### config.mk
export PLATFORM = sky130hd
export DESIGN_NAME = mem_bank_top
export DESIGN_NICKNAME = d
export VERILOG_FILES = /design/src/source/mem_bank_pkg.sv /design/src/source/mem_sync_fifo.sv /design/src/source/mem_bank_shim.sv /design/src/source/mem_bank_dispatch.sv /design/src/source/mem_resp_merge.sv /design/src/source/mem_bank_top.sv
export SDC_FILE = /design/constraint.sdc
export NUM_CORES = 2
export LEC_CHECK = 0
export BUFFER_PORTS_ARGS = -buffer_cell sky130_fd_sc_hd__buf_2
export CAP_MARGIN = 30
export CORE_UTILIZATION = 25
export CTS_CLUSTER_SIZE = 24
export DETAILED_ROUTE_END_ITERATION = 6
export PLACE_DENSITY = 0.38
export SYNTH_ARGS = -nofsm -noshare
export SYNTH_HDL_FRONTEND = slang
export SYNTH_SLANG_ARGS = --single-unit
export TNS_END_PERCENT = 10
### constraint.sdc
create_clock -name mem_master -period 8.6 [get_ports mem_master]
set_input_delay 0.43 -clock mem_master [delete_from_list [all_inputs] [get_ports mem_master]]
set_output_delay 0.43 -clock mem_master [all_outputs]
set_load 0.1 [all_outputs]
### src/source/mem_bank_pkg.sv
/*
 * Banked memory front end shared definitions.
 * Holds the word widths, the Avalon-style request and response structs
 * and the response code carried beside read data and write responses.
 */

`default_nettype none

package mem_bank_pkg;

    // Largest supported bank count, sized to match bank_t
    localparam int MAX_BANKS = 4;

    typedef logic [15:0] addr_t;
    typedef logic [31:0] data_t;
    typedef logic [3:0]  be_t;
    typedef logic [1:0]  bank_t;

    // Avalon response encoding
    typedef enum logic [1:0] {
        resp_okay     = 2'b00,
        resp_reserved = 2'b01,
        resp_slverr   = 2'b10,
        resp_decerr   = 2'b11
    } resp_e;

    // One single-word command, either a read or a write
    typedef struct packed {
        logic  read;
        logic  write;
        addr_t address;
        data_t writedata;
        be_t   byteenable;
    } mem_req_t;

    // One response beat; at most one of the two valids is high
    typedef struct packed {
        logic  readdatavalid;
        logic  writeresponsevalid;
        data_t readdata;
        resp_e response;
    } mem_rsp_t;

endpackage

`default_nettype wire

### src/source/mem_sync_fifo.sv
/*
 * Single-clock first-word-fall-through FIFO.
 * The head entry is visible on pop_data whenever the FIFO is not empty,
 * and free_slots reports the room left for the writer.
 */

`default_nettype none

module mem_sync_fifo #(
    parameter int WIDTH = 8,
    parameter int DEPTH = 8
) (
    input  wire logic             mem_master,
    input  wire logic             reset,
    input  wire logic             push,
    input  wire logic [WIDTH-1:0] push_data,
    input  wire logic             pop,
    output logic [WIDTH-1:0]      pop_data,
    output logic                  empty,
    output logic                  full,
    output logic [$clog2(DEPTH+1)-1:0] free_slots
);

    localparam int PTR_W = (DEPTH > 1) ? $clog2(DEPTH) : 1;
    localparam int CNT_W = $clog2(DEPTH + 1);

    logic [WIDTH-1:0] storage [DEPTH];
    logic [PTR_W-1:0] rd_ptr;
    logic [PTR_W-1:0] wr_ptr;
    logic [CNT_W-1:0] count;
    logic             do_push;
    logic             do_pop;

    // Pointers wrap at DEPTH so that depths other than a power of two work
    function automatic logic [PTR_W-1:0] bump(input logic [PTR_W-1:0] ptr);
        return (ptr == PTR_W'(DEPTH - 1)) ? '0 : ptr + 1'b1;
    endfunction

    // A push into a full FIFO or a pop from an empty one is ignored
    assign do_push = push && !full;
    assign do_pop  = pop && !empty;

    always_ff @(posedge mem_master)
    begin
        if (reset)
        begin
            rd_ptr <= '0;
            wr_ptr <= '0;
            count  <= '0;
        end
        else
        begin
            if (do_push)
                wr_ptr <= bump(wr_ptr);
            if (do_pop)
                rd_ptr <= bump(rd_ptr);
            if (do_push && !do_pop)
                count <= count + 1'b1;
            else if (do_pop && !do_push)
                count <= count - 1'b1;
        end
    end

    always_ff @(posedge mem_master)
    begin
        if (do_push)
            storage[wr_ptr] <= push_data;
    end

    // Fall-through read of the oldest entry
    assign pop_data   = storage[rd_ptr];
    assign empty      = (count == '0);
    assign full       = (count == CNT_W'(DEPTH));
    assign free_slots = CNT_W'(DEPTH) - count;

endmodule

`default_nettype wire

### src/source/mem_bank_shim.sv
/*
 * Per-bank buffering shim between the dispatcher and one memory bank.
 * Queues commands toward the bank and responses back to the merger, and
 * can drive its waitrequest as an almost-full flag with a fixed slack.
 */

`default_nettype none

module mem_bank_shim import mem_bank_pkg::*; #(
    parameter int CMD_DEPTH         = 8,
    parameter int RSP_DEPTH         = 8,
    parameter int ALMFULL_THRESHOLD = 2
) (
    input  wire logic     mem_master,
    input  wire logic     reset,
    input  wire mem_req_t cmd_in,
    output logic          cmd_waitrequest,
    output mem_req_t      cmd_out,
    input  wire logic     cmd_out_waitrequest,
    input  wire mem_rsp_t rsp_in,
    output mem_rsp_t      rsp_out,
    input  wire logic     rsp_pop
);

    localparam int CMD_CNT_W = $clog2(CMD_DEPTH + 1);

    // Response entries keep only the kind, the data and the code
    typedef struct packed {
        logic  is_write;
        data_t readdata;
        resp_e response;
    } rsp_entry_t;

    mem_req_t             cmd_head;
    logic                 cmd_valid;
    logic                 cmd_empty;
    logic                 cmd_full;
    logic [CMD_CNT_W-1:0] cmd_free;
    logic                 cmd_issue;

    rsp_entry_t rsp_entry;
    rsp_entry_t rsp_head;
    logic       rsp_valid;
    logic       rsp_empty;
    logic       rsp_full;

    assign cmd_valid = cmd_in.read || cmd_in.write;

    mem_sync_fifo #(
        .WIDTH ($bits(mem_req_t)),
        .DEPTH (CMD_DEPTH)
    ) i_cmd_fifo (
        .mem_master (mem_master),
        .reset      (reset),
        .push       (cmd_valid && !cmd_full),
        .push_data  (cmd_in),
        .pop        (cmd_issue),
        .pop_data   (cmd_head),
        .empty      (cmd_empty),
        .full       (cmd_full),
        .free_slots (cmd_free)
    );

    // The head command is offered to the bank until the bank takes it
    always_comb
    begin
        cmd_out       = cmd_head;
        cmd_out.read  = cmd_head.read && !cmd_empty;
        cmd_out.write = cmd_head.write && !cmd_empty;
    end

    assign cmd_issue = (cmd_out.read || cmd_out.write) && !cmd_out_waitrequest;

    // Read data and write responses share one queue so they stay in bank order
    assign rsp_valid          = rsp_in.readdatavalid || rsp_in.writeresponsevalid;
    assign rsp_entry.is_write = rsp_in.writeresponsevalid;
    assign rsp_entry.readdata = rsp_in.readdata;
    assign rsp_entry.response = rsp_in.response;

    mem_sync_fifo #(
        .WIDTH ($bits(rsp_entry_t)),
        .DEPTH (RSP_DEPTH)
    ) i_rsp_fifo (
        .mem_master (mem_master),
        .reset      (reset),
        .push       (rsp_valid),
        .push_data  (rsp_entry),
        .pop        (rsp_pop),
        .pop_data   (rsp_head),
        .empty      (rsp_empty),
        .full       (rsp_full),
        .free_slots ()
    );

    assign rsp_out.readdatavalid      = !rsp_empty && !rsp_head.is_write;
    assign rsp_out.writeresponsevalid = !rsp_empty && rsp_head.is_write;
    assign rsp_out.readdata           = rsp_head.readdata;
    assign rsp_out.response           = rsp_head.response;

    generate
        if (ALMFULL_THRESHOLD == 0)
        begin : g_plain_wait
            // Ordinary Avalon back-pressure straight from the full flag
            assign cmd_waitrequest = cmd_full;
        end
        else
        begin : g_almfull_wait
            // Registered almost-full flag, so up to ALMFULL_THRESHOLD commands
            // may still land after it rises
            always_ff @(posedge mem_master)
            begin
                if (reset)
                    cmd_waitrequest <= 1'b1;
                else
                    cmd_waitrequest <= cmd_full ||
                        (cmd_free <= CMD_CNT_W'(ALMFULL_THRESHOLD));
            end

            // The upstream master must have honored the lagging flag in time
            a_no_cmd_when_full : assert property (
                @(posedge mem_master) disable iff (reset) cmd_valid |-> !cmd_full)
                else $error("%m: command arrived with the command buffer full");
        end
    endgenerate

    // Outstanding commands are bounded, so the bank can never overrun us
    a_no_rsp_when_full : assert property (
        @(posedge mem_master) disable iff (reset) rsp_valid |-> !rsp_full)
        else $error("%m: response arrived with the response buffer full");

endmodule

`default_nettype wire

### src/source/mem_bank_dispatch.sv
/*
 * Host command dispatcher.
 * Picks the bank from the low word-address bits, forwards each accepted
 * command to that bank only and records its bank in the order FIFO.
 */

`default_nettype none

module mem_bank_dispatch import mem_bank_pkg::*; #(
    parameter int NUM_BANKS = 4
) (
    input  wire logic     mem_master,
    input  wire logic     reset,
    input  wire mem_req_t host_req,
    output logic          host_waitrequest,
    output mem_req_t      bank_req [NUM_BANKS],
    input  wire logic     shim_waitrequest [NUM_BANKS],
    output logic          order_push,
    output bank_t         order_bank,
    input  wire logic     order_full
);

    localparam int BANK_W = $clog2(NUM_BANKS);

    logic  init_done;
    logic  req_valid;
    logic  accept;
    bank_t sel_bank;
    addr_t local_addr;

    // Holds the host off for the first cycle after reset
    always_ff @(posedge mem_master)
    begin
        if (reset)
            init_done <= 1'b0;
        else
            init_done <= 1'b1;
    end

    assign req_valid = host_req.read || host_req.write;

    // Low word-address bits pick the bank and the rest form the bank address
    assign sel_bank   = bank_t'(host_req.address[BANK_W-1:0]);
    assign local_addr = host_req.address >> BANK_W;

    // Only the shim that this command targets can stall the host
    assign host_waitrequest = !init_done || order_full || shim_waitrequest[sel_bank];

    assign accept = req_valid && !host_waitrequest;

    // Each bank sees the command only in the cycle the host hands it over
    always_comb
    begin
        for (int b = 0; b < NUM_BANKS; b++)
        begin
            bank_req[b]         = host_req;
            bank_req[b].address = local_addr;
            bank_req[b].read    = host_req.read && accept && (sel_bank == bank_t'(b));
            bank_req[b].write   = host_req.write && accept && (sel_bank == bank_t'(b));
        end
    end

    // The merger replays responses in this order
    assign order_push = accept;
    assign order_bank = sel_bank;

endmodule

`default_nettype wire

### src/source/mem_resp_merge.sv
/*
 * Response merger.
 * Keeps the issue order of host commands as a queue of bank indices and
 * forwards bank responses to the host strictly in that order.
 */

`default_nettype none

module mem_resp_merge import mem_bank_pkg::*; #(
    parameter int NUM_BANKS   = 4,
    parameter int ORDER_DEPTH = 16
) (
    input  wire logic     mem_master,
    input  wire logic     reset,
    input  wire logic     order_push,
    input  wire bank_t    order_bank,
    output logic          order_full,
    input  wire mem_rsp_t shim_rsp [NUM_BANKS],
    output logic          shim_rsp_pop [NUM_BANKS],
    output mem_rsp_t      host_rsp
);

    bank_t    head_bank;
    mem_rsp_t head_rsp;
    logic     order_empty;
    logic     head_valid;
    logic     any_rsp;

    mem_sync_fifo #(
        .WIDTH ($bits(bank_t)),
        .DEPTH (ORDER_DEPTH)
    ) i_order_fifo (
        .mem_master (mem_master),
        .reset      (reset),
        .push       (order_push),
        .push_data  (order_bank),
        .pop        (head_valid),
        .pop_data   (head_bank),
        .empty      (order_empty),
        .full       (order_full),
        .free_slots ()
    );

    // Only the bank owning the oldest command may answer
    assign head_rsp   = shim_rsp[head_bank];
    assign head_valid = !order_empty &&
                        (head_rsp.readdatavalid || head_rsp.writeresponsevalid);

    always_comb
    begin
        host_rsp                    = head_rsp;
        host_rsp.readdatavalid      = head_rsp.readdatavalid && head_valid;
        host_rsp.writeresponsevalid = head_rsp.writeresponsevalid && head_valid;
    end

    // Pop the shim in the same cycle that its response goes to the host
    always_comb
    begin
        any_rsp = 1'b0;
        for (int b = 0; b < NUM_BANKS; b++)
        begin
            shim_rsp_pop[b] = head_valid && (head_bank == bank_t'(b));
            any_rsp         = any_rsp || shim_rsp[b].readdatavalid ||
                              shim_rsp[b].writeresponsevalid;
        end
    end

    // Every buffered response belongs to a command still in the order queue
    a_rsp_has_order : assert property (
        @(posedge mem_master) disable iff (reset) any_rsp |-> !order_empty)
        else $error("%m: bank response with no outstanding command");

endmodule

`default_nettype wire

### src/source/mem_bank_top.sv
/*
 * Banked memory front end top level.
 * One Avalon-style host port fans out to NUM_BANKS buffered bank ports
 * and responses come back in host issue order.
 */

`default_nettype none

module mem_bank_top import mem_bank_pkg::*; #(
    parameter int NUM_BANKS         = 4,
    parameter int CMD_DEPTH         = 8,
    parameter int RSP_DEPTH         = 8,
    parameter int ALMFULL_THRESHOLD = 2,
    parameter int ORDER_DEPTH       = 16
) (
    input  wire logic     mem_master,
    input  wire logic     reset,
    input  wire mem_req_t host_req,
    output logic          host_waitrequest,
    output mem_rsp_t      host_rsp,
    output mem_req_t      mem_req [NUM_BANKS],
    input  wire logic     mem_waitrequest [NUM_BANKS],
    input  wire mem_rsp_t mem_rsp [NUM_BANKS]
);

    mem_req_t bank_req [NUM_BANKS];
    logic     shim_waitrequest [NUM_BANKS];
    mem_rsp_t shim_rsp [NUM_BANKS];
    logic     shim_rsp_pop [NUM_BANKS];
    logic     order_push;
    bank_t    order_bank;
    logic     order_full;

    // Bank decode uses a power-of-two count no larger than bank_t allows
    if (NUM_BANKS != 2 && NUM_BANKS != MAX_BANKS)
    begin : g_bad_banks
        $error("NUM_BANKS must be 2 or %0d", MAX_BANKS);
    end

    mem_bank_dispatch #(
        .NUM_BANKS (NUM_BANKS)
    ) i_dispatch (
        .mem_master       (mem_master),
        .reset            (reset),
        .host_req         (host_req),
        .host_waitrequest (host_waitrequest),
        .bank_req         (bank_req),
        .shim_waitrequest (shim_waitrequest),
        .order_push       (order_push),
        .order_bank       (order_bank),
        .order_full       (order_full)
    );

    for (genvar b = 0; b < NUM_BANKS; b++)
    begin : g_bank
        mem_bank_shim #(
            .CMD_DEPTH         (CMD_DEPTH),
            .RSP_DEPTH         (RSP_DEPTH),
            .ALMFULL_THRESHOLD (ALMFULL_THRESHOLD)
        ) i_shim (
            .mem_master          (mem_master),
            .reset               (reset),
            .cmd_in              (bank_req[b]),
            .cmd_waitrequest     (shim_waitrequest[b]),
            .cmd_out             (mem_req[b]),
            .cmd_out_waitrequest (mem_waitrequest[b]),
            .rsp_in              (mem_rsp[b]),
            .rsp_out             (shim_rsp[b]),
            .rsp_pop             (shim_rsp_pop[b])
        );
    end

    mem_resp_merge #(
        .NUM_BANKS   (NUM_BANKS),
        .ORDER_DEPTH (ORDER_DEPTH)
    ) i_merge (
        .mem_master   (mem_master),
        .reset        (reset),
        .order_push   (order_push),
        .order_bank   (order_bank),
        .order_full   (order_full),
        .shim_rsp     (shim_rsp),
        .shim_rsp_pop (shim_rsp_pop),
        .host_rsp     (host_rsp)
    );

endmodule

`default_nettype wire

; ---- After elaboration in Yosys (flattened, before gate mapping)
; Memories as Yosys holds them, arrays and structs flattened. A register that Yosys moved wholly into a read port is not among the register bits.
; Cells that the tools add are included.
; Widths: inputs -> output; s select.
[word_totals]
register_bits = 98
latchBits = 0
mem_bits_rw = 2816
mem_bits_ro = 0
output_inout_bits = 253
wordCells = 365
memories = 9
[mem_list]
columns = memory, depth, word_bits, rd, rd_clocked_by_memory_dff, write_ports, line_no
row1 = g_bank[0].i_shim.i_cmd_fifo.storage, 8, 52, 1, 1, 1, mem_sync_fifo.sv:27  ; logic [WIDTH-1:0] storage [DEPTH];
row2 = g_bank[1].i_shim.i_cmd_fifo.storage, 8, 52, 1, 1, 1, mem_sync_fifo.sv:27
row3 = g_bank[2].i_shim.i_cmd_fifo.storage, 8, 52, 1, 1, 1, mem_sync_fifo.sv:27
row4 = g_bank[3].i_shim.i_cmd_fifo.storage, 8, 52, 1, 1, 1, mem_sync_fifo.sv:27
row5 = g_bank[0].i_shim.i_rsp_fifo.storage, 8, 35, 1, 1, 1, mem_sync_fifo.sv:27
row6 = g_bank[1].i_shim.i_rsp_fifo.storage, 8, 35, 1, 1, 1, mem_sync_fifo.sv:27
row7 = +3 memories, -, -, -, -, -, -
[classes]
n_addsub = 40
n_mul = 0
div_mod_pow = 0
n_lt_le_gt_ge = 6
n_eq_ne = 33
shifts = 0
muxes = 79
bitwise_logic = 2
reduce_logical = 164
[op_table]
columns = op, count
row1 = $mux 3, 32
row2 = $mux 4, 20
row3 = $logic_and 1x1->1, 78
row4 = $bmux 36 s2, 1
row5 = $mux 36, 2
row6 = $add 3x1->3 const B, 16
row7 = $eq 3x3->1 const B, 16
row8 = $logic_not 1->1, 46
row9 = $add 4x1->4 const B, 10
row10 = $eq 4x4->1 const B, 10
row11 = $logic_not 4->1, 8
row12 = $sub 4x1->4 const B, 8
row13 = $mux 1, 21
row14 = $logic_or 1x1->1, 20
row15 = $reduce_bool 2->1, 9
row16 = $le 4x2->1 const B, 4
row17 = $sub 4x4->4 const A, 4
row18 = $mux 5, 2
row19 = $eq 2x2->1 const B, 4
row20 = $ge 3x3->1 const B, 2
row21 = $not 2->3, 2
row22 = $add 5x1->5 const B, 1
row23 = $eq 5x5->1 const B, 1
row24 = $logic_not 5->1, 1
row25 = other kinds (4), 6

; ---- Logic depth before layout (Yosys ltp)
[depth]
depth_word = 16
mapped_depth = 17
ltp_nobuf = 16

; ---- Cells and area by module
; Synthesis repeated with hierarchy kept, for this count alone.
[unflattened]
cells_unflattened = 5299
hier_area_um2 = 118808.9
[by_module_without_submodules]
columns = mod, instances, cells_per_inst, area_each_um2
row1 = mem_sync_fifo (g_bank[0].i_shim.i_cmd_fifo ...), 4, 708, 16895.0
row2 = mem_sync_fifo (g_bank[0].i_shim.i_rsp_fifo ...), 4, 489, 11484.8
row3 = mem_sync_fifo (i_merge.i_order_fifo), 1, 174, 2230.9
row4 = mem_bank_dispatch, 1, 235, 1752.9
row5 = mem_resp_merge, 1, 54, 991.0
row6 = mem_bank_shim, 4, 12, 78.8

; ---- Worst setup path after synthesis
; OpenSTA, ideal clock, no wires.
[synth_timing]
path_kind = in2reg
startpoint = in host_req[37] (netlist name)
endpoint = mem g_bank[2].i_shim.i_cmd_fifo.storage[5][0] (netlist name), enable pin
setup_ns = 0.537
t_arrival_ns = 6.162
required_time_ns = 8.063
slack_ns = 1.902
stages = 7
path_cell_list = clkbuf_1 > mux2_1 > a221oi_2 > o21ai_2 > a311oi_2 > nand2_1 > nor3b_1
[synth_between]
elab_chain_len = 14
word_cells_on_any_way = 17
classes_between = 1 x eq/ne / 5 x mux / 1 x bitwise / 10 x reduce/logical
[synth_lines]
columns = element, line_no
row1 = start: declaration, mem_bank_top.sv:18  ; input wire mem_req_t host_req,
row2 = $not 2->3 (implied by the code), mem_bank_dispatch.sv:47  ; assign host_waitrequest = !init_done || order_full || shim_waitrequest[sel_bank];
row3 = $bmux 1 s2, mem_bank_dispatch.sv:47
row4 = $mux 1 (implied by the code) (2 in series), mem_bank_dispatch.sv:47
row5 = $logic_or 1x1->1, mem_bank_dispatch.sv:47
row6 = $logic_not 1->1, mem_bank_dispatch.sv:49  ; assign accept = req_valid && !host_waitrequest;
row7 = $logic_and 1x1->1, mem_bank_dispatch.sv:49
row8 = $logic_and 1x1->1 (on tied branches) (2 in series), "mem_bank_dispatch.sv:58, mem_bank_dispatch.sv:59"
row9 = $logic_or 1x1->1 *, mem_bank_shim.sv:47  ; assign cmd_valid = cmd_in.read || cmd_in.write;
row10 = $logic_and 1x1->1 *, mem_bank_shim.sv:55  ; .push (cmd_valid && !cmd_full),
row11 = $logic_and 1x1->1 *, mem_sync_fifo.sv:40  ; assign do_push = push && !full;
row12 = via g_bank[2].i_shim.i_cmd_fifo.do_push, mem_sync_fifo.sv:31  ; logic do_push;
row13 = $mux 1 *, mem_sync_fifo.sv:66  ; if (do_push)
row14 = $mux 1 (implied by the code) *, mem_sync_fifo.sv:67  ; storage[wr_ptr] <= push_data;
row15 = end: declaration, mem_sync_fifo.sv:27
; Mark *: on every way through the listed nets, which the timed path passes. The rest lies on a longest branch. The select of a mux whose other input is x is not followed.

==> out/qor.csv <==
metric,value,unit
Die W,674.0,µm
DRC,0,
total CTS buffers,345,
post-DP HPWL,203.1,mm
Comb pwr share,0.250,
type of origin of the critical path,flip-flop,
TritonCTS clock tree,built,
via/cell ratio,4.405,
area of the mapped netlist,112900,µm²
DRT Wirelength,332.3,mm
reg2reg end,i_merge.i_order_fifo.count[4],
TNS Setup,0,ns
Post-DRT Antenna Nets,0,
Area Growth Syn to Fin,20.10,%
"Worst Setup Slack, final",3.060,ns
final hold viol count,0,
most frequent cells in the layout,"2,816 x edfxtp_1, 704 x mux4_2, 447 x buf_2",
Worst-Skew Late Latency,0.94,ns
share of power burned in registers,0.412,
share of layout cells above drive strength 1,0.3435,
max_slew headroom,0.2460,
reg2reg setup slack,3.58,ns
post-synthesis sequential area ratio,0.7714,
"Reg clk slew, reported paths",0.05,ns
Sw Pwr,13.47,mW
status,"finished, final reports clean",
H-Tree Level Count,5,
Power Density,301.5,nW/µm²
GP Congestion,0.7246,
Max VDD drop,628.9,µV
# clock sinks,2942,
Sw Share,0.3293,
Synth Instances,5045,
die height,674.0,µm
clock share of power,0.337,
Worst Setup End Kind,output pin,
row count,246,
Root Buffer,clkbuf_16,
max-cap violation count,0,
Final Setup Violations,0,
clk_skew,0.1062,ns
Crit path required time,8.17,ns
vias in the first global route,55890,
"EDFF count, synth",2816,
Post-Place Worst Slack,3.521,ns
Post-CTS Resized,0,
Initial DRC Count,3608,
Avg WL per Cell,27.41,µm
Vias,53420,
Core Footprint,449400,µm²
Worst Reg-to-Reg Cells,13,
I/O Pins,457,
Syn Area/Cell,22.38,µm²
gr ovfl total,0,
CP max FO,69,
Hold Slack,0.05025,ns
"flops & latches, synth",2942,
GRT Overall Usage,0.1437,
first-pass GRT wire length,458.9,mm
largest net degree at the start of global routing,76,
Setup crit end,host_rsp[31],
Longest Clk Path Bufs,4,
Synth cell types,55,
"commonest non-fill, non-tap cell in the layout",edfxtp_1,
critical path type,reg2out,
top_reg_cell synth,edfxtp_1,
Starting Density,0.2512,
Int Pwr,27.42,mW
RSZ-0062 raised after global routing,no,
ys async rst share,0,
fin nets,6177,
min-delay worst type,in2reg,
crit share post-route,0.6442,
LEAKAGE,41.90,nW
die area,454300,µm²
Yosys warnings,0,
critical path data arrival time,5.11,ns
DR pass1 iterations,5,
Final Max Slew Viols,0,
initial antenna violation count,97,
Slew @ Worst Pin,1.119,ns
port buffer count,448,
min Tclk post-route,5.540,ns
Max Fclk,180.5,MHz
Post CTS Setup Buffer Count,0,
==> through the flow <==
| step | instance area [µm²] | util | power [mW] | cells |
|---|---|---|---|---|
| global placement | 123000 | 0.2737 | 27.61 | 11320 |
| global route | 135600 | 0.3016 | 42.54 | 12110 |
| detailed placement | 123400 | 0.2746 | 27.64 | 11340 |
| floorplan | 112900 | - | 24.36 | 5052 |
| finish | 135600 | 0.3017 | 40.88 | 12130 |
| CTS | 135500 | 0.3015 | 41.69 | 12100 |
==> cell usage after synthesis, types with 2 or more instances <==
cell type / number / area (µm²)
a211oi_1: 6 / 45.04
a211oi_2: 2 / 25.02
a21o_1: 11 / 82.58
a21oi_1: 69 / 345.3
a22oi_2: 2 / 25.02
and2_1: 2 / 12.51
buf_1: 76 / 285.3
buf_2: 19 / 95.09
buf_4: 9 / 67.56
buf_6: 2 / 22.52
clkbuf_1: 140 / 525.5
dfxtp_1: 126 / 2522
edfxtp_1: 2816 / 84560
fa_1: 9 / 180.2
ha_1: 73 / 913.4
inv_1: 35 / 131.4
mux2_2: 270 / 3040
mux2i_1: 122 / 1221
mux4_2: 705 / 15880
nand2_1: 97 / 364.1
nand2b_1: 25 / 156.4
nand3_1: 2 / 10.01
nand3b_1: 6 / 45.04
nand4_1: 2 / 12.51
nor2_1: 168 / 630.6
nor2b_1: 15 / 93.84
nor3_1: 36 / 180.2
nor3b_1: 22 / 165.2
nor4_1: 4 / 25.02
nor4b_1: 2 / 17.52
o211ai_1: 34 / 255.2
o21ai_0: 78 / 390.4
or3_1: 10 / 62.56
or4_1: 2 / 15.01
xnor2_1: 16 / 140.1
xor2_1: 13 / 113.9
==> layer usage <==
metal | share of wire | routed length, µm | track usage | up-vias
met5 | 0.0012 | 401 | 0 | -
met4 | 0.019 | 6227 | 0.02699 | 62
met3 | 0.052 | 17230 | 0.02874 | 459
met2 | 0.51 | 169300 | 0.2526 | 1265
met1 | 0.42 | 139100 | 0.1838 | 28830
li1 | - | - | - | 22800
==> power groups by stage <==
stage,Combinational [mW],Sequential [mW],Clock (mW)
2_1_floorplan,7.48,16.9,0
4_1_cts,10.5,16.9,14.2
6_report,10.2,16.9,13.8
3_5_place_dp,10.4,17.2,0
5_1_grt,10.9,17.0,14.7
3_3_place_gp,10.4,17.2,0
==> registers in the layout (all words and copies together) (netlist names), named ones only <==
name / flops
i_dispatch.init_done: 1
i_merge.i_order_fifo.storage: 32
g_bank.i_shim.i_cmd_fifo.wr_ptr: 12
g_bank.i_shim.i_rsp_fifo.count: 16
i_merge.i_order_fifo.count: 5
g_bank.i_shim.i_rsp_fifo.wr_ptr: 12
g_bank.i_shim.cmd_waitrequest: 4
g_bank.i_shim.i_cmd_fifo.count: 16
i_merge.i_order_fifo.rd_ptr: 4
g_bank.i_shim.i_cmd_fifo.rd_ptr: 12
g_bank.i_shim.i_rsp_fifo.storage: 1120
g_bank.i_shim.i_cmd_fifo.storage: 1664
i_merge.i_order_fifo.wr_ptr: 4
g_bank.i_shim.i_rsp_fifo.rd_ptr: 12
==> kinds of logic (layout without fill, tap and decap cells) <==
kind of cell	after synthesis	count (layout)	synth area share
muxes	1098	1098	0.1785
xor gates and xnor gates	29	29	0.002250
adders and majority gates	82	82	0.009687
DFF	2942	2942	0.7714
other	1	27	0.00003322
and+or+nand+nor	397	397	0.01616
buffers and inverters	282	1384	0.01003
AOI/OAI and AO/OA	214	214	0.01195
==> how the worst min path moves through the flow <==
stage	startpoint	end	slack [ns]	depth (start not counted)
after floorplan	g_bank[1].i_shim.i_cmd_fifo.rd_ptr[1]	flip-flop	0.45	2
after global placement	g_bank[1].i_shim.i_cmd_fifo.rd_ptr[1]	flip-flop	0.46	2
after detailed placement	g_bank[1].i_shim.i_cmd_fifo.rd_ptr[1]	flip-flop	0.47	2
after CTS	host_req[21]	g_bank[2].i_shim.i_cmd_fifo.storage[2][21]	0.0002	1
after global routing	host_req[21]	g_bank[2].i_shim.i_cmd_fifo.storage[2][21]	0.01	1
final	host_req[21]	g_bank[2].i_shim.i_cmd_fifo.storage[2][21]	0.05	1
==> worst max-delay path, cell delays in order, from the launching register on <==
cell      delay (ns)
dfxtp_1         0.68
mux4_2          0.60
a22oi_2         0.31
and2_4          0.55
buf_4           0.72
o211ai_1        0.43
o21ai_0         0.34
buf_2           0.51
==> layout make-up <==
type | instances | area [µm²]
diodes | 19 | 47.55
clock buffers | 460 | 9316
clock inverters | 150 | 1226
fillers | 43630 | 313800
inverters | 35 | 131.4
multi-input cells | 1828 | 25110
flip-flops and latches | 2942 | 87160
well taps | 5952 | 7447
repair buffers | 739 | 5147
==> what timing repair did <==
action | 4_1_cts | 5_1_grt
endpoints found under the hold margin | 1249 | 0
endpoints found under the setup margin | 0 | 0
hold buffers | 153 | 0
No activity file was read; power rests on OpenSTA's default activity.
